--- config.mk ---
export PLATFORM = sky130hd
export DESIGN_NAME = sfm_lane_mac
export DESIGN_NICKNAME = d
export VERILOG_FILES = /design/src/rtl/sfm_fixed_pkg.sv /design/src/rtl/sfm_acc_pkg.sv /design/src/rtl/sfm_lane_mac.sv
export SDC_FILE = /design/constraint.sdc
export NUM_CORES = 1
export LEC_CHECK = 0
export ABC_CLOCK_PERIOD_IN_PS = 10020
export BUFFER_PORTS_ARGS = -buffer_cell sky130_fd_sc_hd__buf_2
export CORE_MARGIN = 3
export CORE_UTILIZATION = 30
export DETAILED_ROUTE_END_ITERATION = 16
export PLACE_DENSITY = 0.42
export SLEW_MARGIN = 25
export SYNTH_ARGS = -nofsm -noshare
export SYNTH_HDL_FRONTEND = slang
export SYNTH_SLANG_ARGS = --single-unit
--- constraint.sdc ---
create_clock -name clk_i -period 10.02 [get_ports clk_i]
set_clock_uncertainty 0.2 [all_clocks]
set_input_delay 1.002 -clock clk_i [delete_from_list [all_inputs] [get_ports clk_i]]
set_output_delay 1.002 -clock clk_i [all_outputs]
set_load 0.01 [all_outputs]
--- src/rtl/sfm_fixed_pkg.sv ---
package sfm_fixed_pkg;

    // unsigned fixed point, 8 fraction bits everywhere
    localparam int unsigned FRAC_BITS = 8;

    // addend and factor are Q8.8
    localparam int unsigned VALUE_W = 16;

    // partial sums, total and reciprocal are Q16.8
    localparam int unsigned SUM_W = 24;

    typedef logic [VALUE_W-1:0] value_t;
    typedef logic [SUM_W-1:0]   sum_t;

    // 1.0 in Q8.8
    localparam value_t ONE = value_t'(1 << FRAC_BITS);

    // newton steps after the leading-one estimate
    localparam int unsigned N_INV_ITERS = 2;

    // returned for a zero denominator
    localparam sum_t INV_SAT = '1;

endpackage

--- src/rtl/sfm_acc_pkg.sv ---
package sfm_acc_pkg;

    import sfm_fixed_pkg::*;

    // interleaved partial sums
    localparam int unsigned N_LANES = 4;

    typedef logic [$clog2(N_LANES)-1:0] lane_idx_t;

    // one input item, last marks the packet end
    typedef struct packed {
        value_t addend;
        value_t factor;
        logic   last;
    } sfm_item_t;

    // denominator and its reciprocal
    typedef struct packed {
        sum_t sum;
        sum_t recip;
    } sfm_result_t;

endpackage

--- src/rtl/sfm_lane_mac.sv ---
`timescale 1ns/1ps

module sfm_lane_mac
    import sfm_fixed_pkg::*;
    import sfm_acc_pkg::*;
(
    input  logic      clk_i,
    input  logic      rst_ni,
    input  logic      clear_i,
    input  logic      valid_i,
    input  sfm_item_t item_i,
    output logic      ready_o,
    input  logic      lane_clear_i,
    output sum_t      sum_o,
    output logic      idle_o
);

    localparam int unsigned PROD_W = SUM_W + VALUE_W;

    logic              busy_q;
    sum_t              sum_q;
    logic [PROD_W-1:0] prod_q;
    value_t            addend_q;
    logic [PROD_W-1:0] acc_next;
    logic              take;

    assign ready_o = ~busy_q;
    assign idle_o = ~busy_q;
    assign sum_o = sum_q;
    assign take = valid_i & ~busy_q;

    // second stage, scaled old sum plus addend
    assign acc_next = (prod_q >> FRAC_BITS) + PROD_W'(addend_q);

    // first stage, full width product of old sum and factor
    always_ff @(posedge clk_i) begin
        if (take) begin
            prod_q   <= PROD_W'(sum_q) * PROD_W'(item_i.factor);
            addend_q <= item_i.addend;
        end
    end

    always_ff @(posedge clk_i or negedge rst_ni) begin
        if (!rst_ni) begin
            busy_q <= 1'b0;
            sum_q  <= '0;
        end else if (clear_i || lane_clear_i) begin
            busy_q <= 1'b0;
            sum_q  <= '0;
        end else begin
            busy_q <= take;
            if (busy_q) begin
                // truncated to the sum width
                sum_q <= acc_next[SUM_W-1:0];
            end
        end
    end

endmodule

Word level (Yosys, flattened, before mapping):

Cells that the tools add are included.

* word-level logic and storage cells: 13
* input bits: 38
* output and inout bits: 26
* register bits after elaboration: 73

* bitwise operators: 2
* reduce and logical (&&, ||, !) cells: 2
* add/sub/neg operators: 1
* muxes and demuxes: 3
* multipliers: 1

Operator list (count)
* $mux W24: 2
* $mul A24 B16 Y32: 1
* $add A24 B16 Y24: 1
* $reduce_bool A2 Y1: 1
* $and A1 B1 Y1: 1
* $logic_or A1 B1 Y1: 1
* $mux W1: 1
* $not A1 Y1: 1

Logic depth before layout (Yosys ltp):

Gate-level depths: netlist (run 1).

* depth after elaboration: 3
* gate-level depth with buffers: 23
* gate-level depth less buffers: 21

Worst setup path after synthesis (run 1):

No wires, ideal clock.

* path kind: input -> register
* start: input item_i[13] (netlist name)
* end: register prod_q[31], data pin
* library setup time: 0.262 ns
* path buffers: 3
* slack: 3.287 ns
* stages on the path: 21
* required time: 9.558 ns
* arrival time: 6.272 ns
* cells stage by stage: clkbuf_1 clkbuf_1 nand2_1 fa_1 inv_1 fa_1 fa_1 fa_1 fa_1 inv_1 fa_1 inv_1 ha_1 clkbuf_1 a21o_1 a21oi_1 o21ai_0 a211o_1 a2111oi_0 a211oi_1 xnor2_1

* cells in the longest elaborated chain, start to end: 1

Ends and longest elaborated chain
* start, declared: line sfm_lane_mac.sv:11 `input sfm_item_t item_i,`
* $mul A24 B16 Y32: line sfm_lane_mac.sv:38 `prod_q <= PROD_W'(sum_q) * PROD_W'(item_i.factor);`
* end signal, assigned: line sfm_lane_mac.sv:38
* end, declared: line sfm_lane_mac.sv:22 `logic [PROD_W-1:0] prod_q;`

No other way between the ends.
A chain may end at the register's enable or synchronous reset.

Worst setup path in the final report (run 1):

* start: input item_i[2] (netlist name)
* end: register prod_q[31], data pin

Same word-level chain as after synthesis.

==> results by group, run 1 <==
Worst setup path
  • Crit-path max cell delay: 560 ps
  • CP top delay family: adder cells
  • CP Cell Sequence: buf_2 -> nand2_1 -> fa_1 -> inv_1 -> fa_1 -> fa_1 -> fa_1 -> fa_1 -> inv_1 -> fa_1 -> inv_1 -> ha_1 -> a21o_1 -> a21oi_1 -> o21ai_0 -> a211o_1 -> a2111oi_0 -> a211oi_1 -> xnor2_1
  • Top cell by count, worst path: fa_1
  • Setup crit start kind: input pin
  • CP Data Required Time: about 9900 ps
  • Crit-path max FO: 24
  • CP Buf/Inv Count: 4
  • Critical Path Sink Type: flip-flop
  • Critical path class: input pin to flip-flop
  • Critical Path AT: 7090 ps
  • Critical-path top delay cell: fa_1

GRT
  • GR Util met2: 26.88%
  • Met1 Track Usage GR: between 20% and 30%
  • Largest net degree at the start of global routing: 26
  • Total GRT Usage: 17.05%
  • First-pass GRT wire length: approximately 63 mm
  • Routing usage on met3: between 1 and 1.5%
  • Grt total ovfl: 0
  • Busiest grt layer: met2
  • Initial antenna violation count: 0
  • Vias in the first global route: roughly 11000

Clock network
  • Clock slew at reported path FFs: approximately 60 ps
  • Hold-fix buffers, CTS: 0
  • Clock sinks: 65
  • Num CTS Buffers: 9
  • CTS H-tree lvls: 3
  • CTS tree: built
  • Clock Tree Root: clkbuf_16
  • Post-cts resize count: 0
  • Longest Clk Path Bufs: 2
  • Post-CTS Setup Bufs: 0
  • Worst skew pair latency: 340 ps

Logic synthesis
  • Area contributors post-synth: fa_1, edfxtp_1, inv_1
  • Async SR Flop Fraction: between 30% and 40%
  • Syn_area_per_cell: just over 9 um2
  • Register bit total from synthesis: 65
  • Synth Instances: 1456
  • Syn nets: 1864
  • Post-synth top cells: inv_1, fa_1, nand2_1
  • Number of synthesized flops with an enable pin: 40
  • Synth area leader: fa_1
  • Most frequent cell after synthesis: inv_1
  • Cell variety after synth: just over 60
  • Yosys top cell area share: 41.18%
  • Top FF cell, synth: edfxtp_1
  • Mapped Area: 0.01361 mm2
  • Register area share after synthesis: a little over an eighth
  • Synth warn: 0

Timing
  • Max Clk Rate: between 100 and 150 MHz
  • Minimum clock period: 7172 ps
  • Final period utilization: a little under three quarters
  • Worst-margin pin slew: about 900 ps
  • Worst slew margin: 40.05%
  • RSZ-0062 raised after global routing: no
  • # setup viols final: 0
  • Final Max Tran Viols: 0
  • Setup tns final: 0 ps
  • Final Hold Viols: 0

Floorplanning
  • Die Footprint: between 0.04 and 0.05 mm2
  • Ports: 64
  • Core Region: 0.04451 mm2
  • DIE WIDTH: 219.0 um
  • Row count: 77
  • Die H: between 200 and 250 um
  • Initial Util: 30.58%

Pwr
  • Sequential Power Share: around 32%
  • Sw Ratio: 38.60%
  • Combinational group share of total power: 39.0%
  • P_leak: between 6 and 7 nW
  • Worst vdd rail ir drop: around 0.072 mV
  • Pwr dens: between 60 and 70 mW/mm2
  • Int Power: roughly 630 uW
  • Power Total: about 1.0 mW
  • Clock power frac: between 20% and 30%
  • Psw: 398.0 uW

Final layout
  • Sequential cell area: between 0.0015 and 0.002 mm2
  • Layout cell share with drive strength beyond 1: ~7.5%
  • Layout Nets: approximately 1900
  • # diodes: 0
  • Area Growth Syn to Fin: 9.136%
  • Fillers: about 4700
  • Multi-input gate area: around 0.010 mm2

Route
  • Post-DRT Antenna Nets: 0
  • Remaining routing DRC violations: 0
  • Vias per std cell: approximately 4.7
  • DR iter-0 viols: 470
  • Via Count: 9678
  • Final WL: a little under 40 mm
  • Iteration count of the initial detailed-routing pass: 5
  • Drt wl/cell: roughly 19 um

Placed design
  • Placer Congestion: between 0.8 and 0.9
  • Port buffer count: 62
  • Detailed placement HPWL: 29.26 mm

Worst hold path
  • Worst Hold Class: flip-flop to flip-flop

Outcome
  • Status: complete, no violations

Run
  • MaxCap Viol Count: 0
-- flip-flops by register name (all words and copies together) (netlist names) --
register	count
prod_q	24
sum_o	24
addend_q	16
busy_q	1
-- cells in the final DEF, fill, tap and decap left out, drive strengths merged, types with 25 or more instances in the layout --
cell,instances
dfrtp,25
edfxtp,40
ha,90
inv,307
a21oi,28
buf,81
fa,280
xnor2,38
o21ai,36
and2,147
nand2,243
-- cell type report --
type	instances	area share, %
Timing Repair Buffer	81	3.049
Inverter	303	7.655
Sequential cell	65	12.30
Clock inverter	7	0.3958
Clock buffer	9	1.516
Tap cell	592	4.986
Multi-Input combinational cell	1022	70.10
-- through the flow --
step           cells  setup slack [ps]  cell area (um2)  utilization (%)  hold WS, ps
2_1_floorplan   1456              3287            13610                -        313.1
3_3_place_gp    2063              2540            14570            32.74        307.1
3_5_place_dp    2063              2561            14570            32.74        303.9
6_report        2079              2848            14860            33.38        310.6
4_1_cts         2079              2880            14860            33.38        319.2
5_1_grt         2079              2562            14860            33.38        335.1
-- metal layers --
| metal | wire (um) | share of wire [%] |
|---|---|---|
| met5 | 0 | 0 |
| met2 | 17120 | 44 |
| met1 | 20080 | 52 |
| met4 | 210 | 0.55 |
| met3 | 1077 | 2.8 |
-- logic make-up after synthesis --
logic type,Yosys count,share of synthesized area [%]
adder cells (fa/ha/maj),370,49.45
AND/OR/NAND/NOR,464,16.53
buffers and inverters,369,10.20
XOR/XNOR,52,3.346
flip-flops,65,13.42
multiplexers,3,0.2298
AO/OA/AOI/OAI,133,6.829
-- power by group through the flow --
stage / clock network (mW) / logic [mW] / registers [mW]
floorplan: 0 / 0.273 / 0.328
global route: 0.322 / 0.457 / 0.333
finish: 0.298 / 0.402 / 0.331
global placement: 0 / 0.408 / 0.336
CTS: 0.309 / 0.411 / 0.331
detailed placement: 0 / 0.401 / 0.336
-- final timing paths --
path	start	endpoint	slack, ps	cells after the start
max in group asynchronous	rst_ni	sum_o[17]	8710	1
min in group asynchronous	rst_ni	sum_o[4]	470	1
worst min-delay path	sum_o[0]	sum_o[0]	310	1
worst min register to register	sum_o[0]	sum_o[0]	310	1
worst max-delay path	item_i[2]	prod_q[31]	2850	19
worst max register to register	sum_o[8]	prod_q[31]	3190	16
No activity file was read; power rests on OpenSTA's default activity.
==> run 2, diff against run 1 <==
--- a/config.mk
+++ b/config.mk
@@ -5,7 +5,7 @@
 export SDC_FILE = /design/constraint.sdc
 export NUM_CORES = 1
 export LEC_CHECK = 0
-export ABC_CLOCK_PERIOD_IN_PS = 10020
+export ABC_CLOCK_PERIOD_IN_PS = 7300
 export BUFFER_PORTS_ARGS = -buffer_cell sky130_fd_sc_hd__buf_2
 export CORE_MARGIN = 3
 export CORE_UTILIZATION = 30
==> constraint.sdc (replaced) <==
create_clock -name clk_i -period 7.3 [get_ports clk_i]
set_clock_uncertainty 0.2 [all_clocks]
set_input_delay 0.73 -clock clk_i [delete_from_list [all_inputs] [get_ports clk_i]]
set_output_delay 0.73 -clock clk_i [all_outputs]
set_load 0.01 [all_outputs]
==> run 2 against run 1 <==
First-iteration DRC count fell by 17%. Sequential cell count unchanged. Clock power increased by 53%. Total power grew 42%. Non-clock buffer count is 20 higher. Routed wire length is 2.2% lower. Sequential power increased by 40%. Register-to-register slack got worse by 2600 ps. Combinational power up 36%. Count of clock-buffer cells in the layout is 1 higher. Global-route usage down 0.46 points.
==> results by group, run 2 (same netlist as run 1, synthesis figures left out) <==
Outcome
  • Status: complete, no violations

Clock network
  • Hold-fix buffers, CTS: 0 (unchanged)
  • Longest Clk Path Bufs: 2 (unchanged)
  • Post-CTS Setup Bufs: 0 (unchanged)
  • CTS tree: built
  • CTS H-tree lvls: 3 (unchanged)
  • Clock sinks: 65 (unchanged)
  • Clock slew at reported path FFs: 60 ps (about the same)
  • Num CTS Buffers: 9 (unchanged)
  • Clock Tree Root: clkbuf_16
  • Post-cts resize count: 0 (unchanged)
  • Worst skew pair latency: 330 ps (about the same)

Pwr
  • Pwr dens: 97.35 mW/mm2 (+40%)
  • P_leak: 7.015 nW (+1.7%)
  • Worst vdd rail ir drop: 0.1110 mV (+53%)

Final layout
  • Area Growth Syn to Fin: 10.52%
  • Layout cell share with drive strength beyond 1: 8.693% (+1.2 points)
  • # diodes: 0 (unchanged)
  • Commonest cells after routing, fill and taps aside: inv_1, fa_1, nand2_1
  • Layout Nets: 1910 (+1.1%)
  • Commonest non-fill, non-tap cell in the layout: inv_1

Floorplanning
  • Row count: 77 (unchanged)
  • Initial Util: 30.58% (unchanged)
  • Die Footprint: 0.04797 mm2 (unchanged)
  • Core Region: 0.04451 mm2 (unchanged)
  • Die H: 219.0 um (unchanged)
  • Ports: 64 (unchanged)
  • DIE WIDTH: 219.0 um (unchanged)

GRT
  • Grt total ovfl: 0 (unchanged)
  • Vias in the first global route: 10640 (+1.2%)
  • First-pass GRT wire length: 61.76 mm (-1.8%)
  • Initial antenna violation count: 0 (unchanged)
  • Total GRT Usage: 16.59% (-0.46 points)
  • Largest net degree at the start of global routing: 26 (unchanged)

Route
  • Remaining routing DRC violations: 0 (unchanged)
  • Final WL: 37.66 mm (-2.2%)
  • DR iter-0 viols: 390 (-17%)
  • Vias per std cell: 4.577 (-1.7%)
  • Via Count: 9607 (-0.73%)
  • Drt wl/cell: 17.94 um (-3.1%)
  • Iteration count of the initial detailed-routing pass: 5 (unchanged)
  • Post-DRT Antenna Nets: 0 (unchanged)

Timing
  • # setup viols final: 0 (unchanged)
  • Final Max Tran Viols: 0 (unchanged)
  • Final period utilization: approximately 91%
  • RSZ-0062 raised after global routing: no
  • Setup tns final: 0 ps (unchanged)
  • Max Clk Rate: around 150 MHz
  • Setup ws final: 624.1 ps (-2224 ps)
  • Final Hold Viols: 0 (unchanged)
  • Minimum clock period: between 6000 and 7000 ps
  • Worst slew margin: 34.44% (-5.6 points)
  • Worst-margin pin slew: 983.5 ps (+84.21 ps)

Placed design
  • Detailed placement HPWL: 30.66 mm (+4.8%)
  • Port buffer count: 62 (unchanged)
  • Placer Congestion: 0.8046 (-0.80%)
  • Pre-CTS WS: 330.4 ps (-2231 ps)

Worst setup path
  • CP Data Required Time: 7140 ps (-2800 ps)
  • Critical Path Sink Type: flip-flop
  • Setup crit start kind: flip-flop
  • FF-to-FF path depth: 18 (+2)
  • Critical Path AT: 6520 ps (-570 ps)
  • Critical path class: flip-flop to flip-flop
  • Crit-path max FO: 18 (-25%)

Worst hold path
  • Worst Hold Class: input pin to asynchronous set/reset pin

Run
  • MaxCap Viol Count: 0 (unchanged)
run 2: area by class of cell:
class                           instances  area (um2)
Clock buffer                           10       250.2
Clock inverter                          6       72.57
Fill cell                            4686       29460
Inverter                              303        1137
Multi-Input combinational cell       1022       10420
Sequential cell                        65        1827
Tap cell                              592       740.7
Timing Repair Buffer                  101       603.1
run 2: worst paths after layout:
check / start / endpoint / slack [ps]
hold reg to reg: prod_q[31] / sum_o[23] / 380
max in group asynchronous: rst_ni / sum_o[17] / 6220
setup / recovery: sum_o[15] / prod_q[31] / 620
min in group clk_i: item_i[17] / addend_q[0] / 370
hold / removal: rst_ni / sum_o[4] / 230
setup reg to reg: sum_o[15] / prod_q[31] / 620
run 2: power breakdown:
part	total [mW]	internal, mW	switching, mW	leakage, nW
logic	0.548	0.213	0.335	6.11
registers	0.462	0.428	0.0335	0.746
clock network	0.455	0.288	0.167	0.155
total	1.46	0.929	0.535	7.02
run 2: critical path: stages (launching register included):
cell and delay (ps):
dfrtp_1 980, nand2_1 160, fa_1 510, inv_1 50
fa_1 500, fa_1 640, fa_1 480, fa_1 500
inv_1 50, fa_1 470, inv_1 40, ha_1 280
a21o_1 180, a21oi_1 130, o21ai_0 110, a211o_1 330
a2111oi_0 420, a211oi_1 150, xnor2_1 190
run 2: metal layers:
layer	up-vias	part of all wire (%)	wire (um)	track usage, %
met5	-	0	0	0
met4	0	0.70	262	2.009
met3	16	2.7	1007	1.426
met2	126	44	16520	26.03
met1	4963	53	19870	25.62
li1	4502	-	-	-
run 2: stage by stage:
step	hold WS [ps]	instance area (um2)	cells	total power [mW]	utilization, %
CTS	247.0	15050	2099	1.486	33.80
floorplan	234.4	13610	1456	0.8255	-
finish	227.5	15050	2099	1.465	33.80
global placement	358.7	14720	2083	1.023	33.08
global route	268.4	15050	2099	1.567	33.80
detailed placement	364.2	14720	2083	1.013	33.08
==> run 3, diff against run 2 <==
--- a/config.mk
+++ b/config.mk
@@ -9,8 +9,8 @@
 export BUFFER_PORTS_ARGS = -buffer_cell sky130_fd_sc_hd__buf_2
 export CORE_MARGIN = 3
 export CORE_UTILIZATION = 30
+export CTS_BUF_LIST = sky130_fd_sc_hd__clkbuf_4
 export DETAILED_ROUTE_END_ITERATION = 16
-export PLACE_DENSITY = 0.42
 export SLEW_MARGIN = 25
 export SYNTH_ARGS = -nofsm -noshare
 export SYNTH_HDL_FRONTEND = slang
==> run 3 against run 2 <==
Die area unchanged. Sequential cell count did not move. Routed wire length shrank 6.7%. Worst setup slack worse by 67 ps. Utilization down 0.42 points.
==> results by group, run 3 (same netlist as run 1, synthesis figures left out) <==
Worst setup path
  • Crit-path max cell delay: 820 ps (-160 ps)
  • Worst setup startpoint: sum_o[7]
  • CP Buf/Inv Count: 3 (unchanged)
  • CP Cell Sequence: buf_4 -> nand2_1 -> fa_1 -> fa_1 -> fa_1 -> fa_1 -> inv_1 -> fa_1 -> fa_1 -> ha_1 -> a211oi_1 -> o21ai_0 -> a32o_1 -> a311oi_4 -> buf_4 -> o31a_1 -> a211oi_1 -> xnor2_1
  • CP Data Required Time: 7280 ps (+140 ps)
  • Critical Path Sink Type: flip-flop
  • Critical path class: flip-flop to flip-flop
  • Flop2flop setup slack: 560 ps (-70 ps)
  • Reg2Reg Launch Point: sum_o[7]
  • Top cell by count, worst path: fa_1
  • Crit-path max FO: 13 (-5)
  • CP top delay family: adder cells
  • Critical-path top delay cell: dfrtp_1
  • Critical Path AT: 6720 ps (+200 ps)
  • Setup crit start kind: flip-flop

Timing
  • Max Clk Rate: 148.3 MHz (-0.99%)
  • Final period utilization: 92.37% (+0.91 points)
  • Final Max Tran Viols: 0 (unchanged)
  • RSZ-0062 raised after global routing: no
  • Worst-margin pin slew: 1017 ps (+33.83 ps)
  • Final Hold Viols: 0 (unchanged)
  • Worst slew margin: 32.18% (-2.3 points)
  • # setup viols final: 0 (unchanged)
  • Minimum clock period: 6743 ps (+66.77 ps)
  • Setup tns final: 0 ps (unchanged)

Clock network
  • Hold-fix buffers, CTS: 0 (unchanged)
  • Clock sinks: 65 (unchanged)
  • Longest Clk Path Bufs: 2 (unchanged)
  • Post-CTS Setup Bufs: 0 (unchanged)
  • CTS tree: built
  • Clock slew at reported path FFs: 110 ps (+50 ps)
  • CTS H-tree lvls: 3 (unchanged)
  • Worst skew pair latency: 430 ps (+100 ps)
  • Num CTS Buffers: 9 (unchanged)
  • Post-cts resize count: 0 (unchanged)
  • Clock Tree Root: clkbuf_4

Placed design
  • Port buffer count: 62 (unchanged)
  • Placer Congestion: 0.8293 (+3.1%)
  • Detailed placement HPWL: 27.86 mm (-9.2%)

GRT
  • Total GRT Usage: 15.33% (-1.3 points)
  • First-pass GRT wire length: 58.00 mm (-6.1%)
  • Largest net degree at the start of global routing: 31 (+19%)
  • Grt total ovfl: 0 (unchanged)
  • Initial antenna violation count: 1 (+1)
  • Vias in the first global route: 10840 (+1.9%)

Route
  • Vias per std cell: 4.753 (+3.9%)
  • Iteration count of the initial detailed-routing pass: 5 (unchanged)
  • Via Count: 9958 (+3.7%)
  • Drt wl/cell: 16.77 um (-6.5%)
  • Post-DRT Antenna Nets: 0 (unchanged)
  • DR iter-0 viols: 592 (+52%)
  • Final WL: 35.14 mm (-6.7%)
  • Remaining routing DRC violations: 0 (unchanged)

Pwr
  • Pwr dens: 87.07 mW/mm2 (-11%)
  • Power Total: 1.294 mW (-12%)
  • Worst vdd rail ir drop: 0.08335 mV (-25%)
  • Clock power frac: 23.5% (-7.6 points)
  • Combinational group share of total power: 40.8% (+3.4 points)
  • P_leak: 6.932 nW (-1.2%)
  • Sw Ratio: 37.95% (+1.4 points)
  • Psw: 491.0 uW (-8.3%)
  • Int Power: 802.7 uW (-14%)
  • Sequential Power Share: 35.6% (+4.1 points)

Floorplanning
  • Initial Util: 30.58% (unchanged)
  • Die H: 219.0 um (unchanged)
  • Core Region: 0.04451 mm2 (unchanged)
  • DIE WIDTH: 219.0 um (unchanged)
  • Ports: 64 (unchanged)
  • Row count: 77 (unchanged)
  • Die Footprint: 0.04797 mm2 (unchanged)

Final layout
  • Fillers: 4615 (-1.5%)
  • Area Growth Syn to Fin: 9.155%
  • Commonest cells after routing, fill and taps aside: inv_1, fa_1, nand2_1
  • Commonest non-fill, non-tap cell in the layout: inv_1
  • Layout cell share with drive strength beyond 1: 8.256% (-0.44 points)
  • Layout Nets: 1905 (-0.26%)

Outcome
  • Status: complete, no violations

Worst hold path
  • Worst Hold Class: input pin to asynchronous set/reset pin

Run
  • MaxCap Viol Count: 0 (unchanged)
==> run 3: final cells by class <==
type	count	area [um2]	share of cell area, %
timing repair buffer	96	565.5	3.806
clock inverter	7	108.9	0.7326
inverter	303	1137	7.654
antenna	1	2.502	0.01684
tap	592	740.7	4.985
clock buffer	9	67.56	0.4547
multi-input combinational	1022	10410	70.06
sequential	65	1827	12.29
==> run 3: layer usage <==
layer	global-route usage, %	vias to the layer above	share of wire, %
met5	0	-	0
met4	3.305	0	1.6
met3	2.257	38	5.7
met2	25.33	282	47
met1	21.40	5139	45
li1	-	4499	-
==> run 3: worst paths after layout <==
kind | endpoint | cells after the start
max | prod_q[31] | 18
min | sum_o[0] | 1
max reg2reg | prod_q[31] | 18
min reg2reg | sum_o[13] | 2
max in group asynchronous | sum_o[20] | 1
min in group clk_i | addend_q[8] | 1
==> run 3: metrics by stage <==
| stage | utilization [%] | instances | hold WS (ps) | area [um2] | worst slack (ps) |
|---|---|---|---|---|---|
| global placement | 32.98 | 2078 | 267.8 | 14680 | 372.3 |
| floorplan | - | 1456 | 234.4 | 13610 | 838.8 |
| detailed placement | 32.98 | 2078 | 271.9 | 14680 | 360.0 |
| CTS | 33.38 | 2094 | 93.63 | 14860 | 545.3 |
| finish | 33.38 | 2095 | 116.2 | 14860 | 557.3 |
| global route | 33.38 | 2095 | 126.8 | 14860 | 271.1 |
==> run 3: power by group through the flow <==
| stage | registers (mW) | logic (mW) | clock network (mW) |
|---|---|---|---|
| 2_1_floorplan | 0.450 | 0.375 | 0 |
| 3_3_place_gp | 0.467 | 0.521 | 0 |
| 3_5_place_dp | 0.467 | 0.525 | 0 |
| 4_1_cts | 0.460 | 0.533 | 0.314 |
| 5_1_grt | 0.464 | 0.596 | 0.328 |
| 6_report | 0.461 | 0.528 | 0.305 |
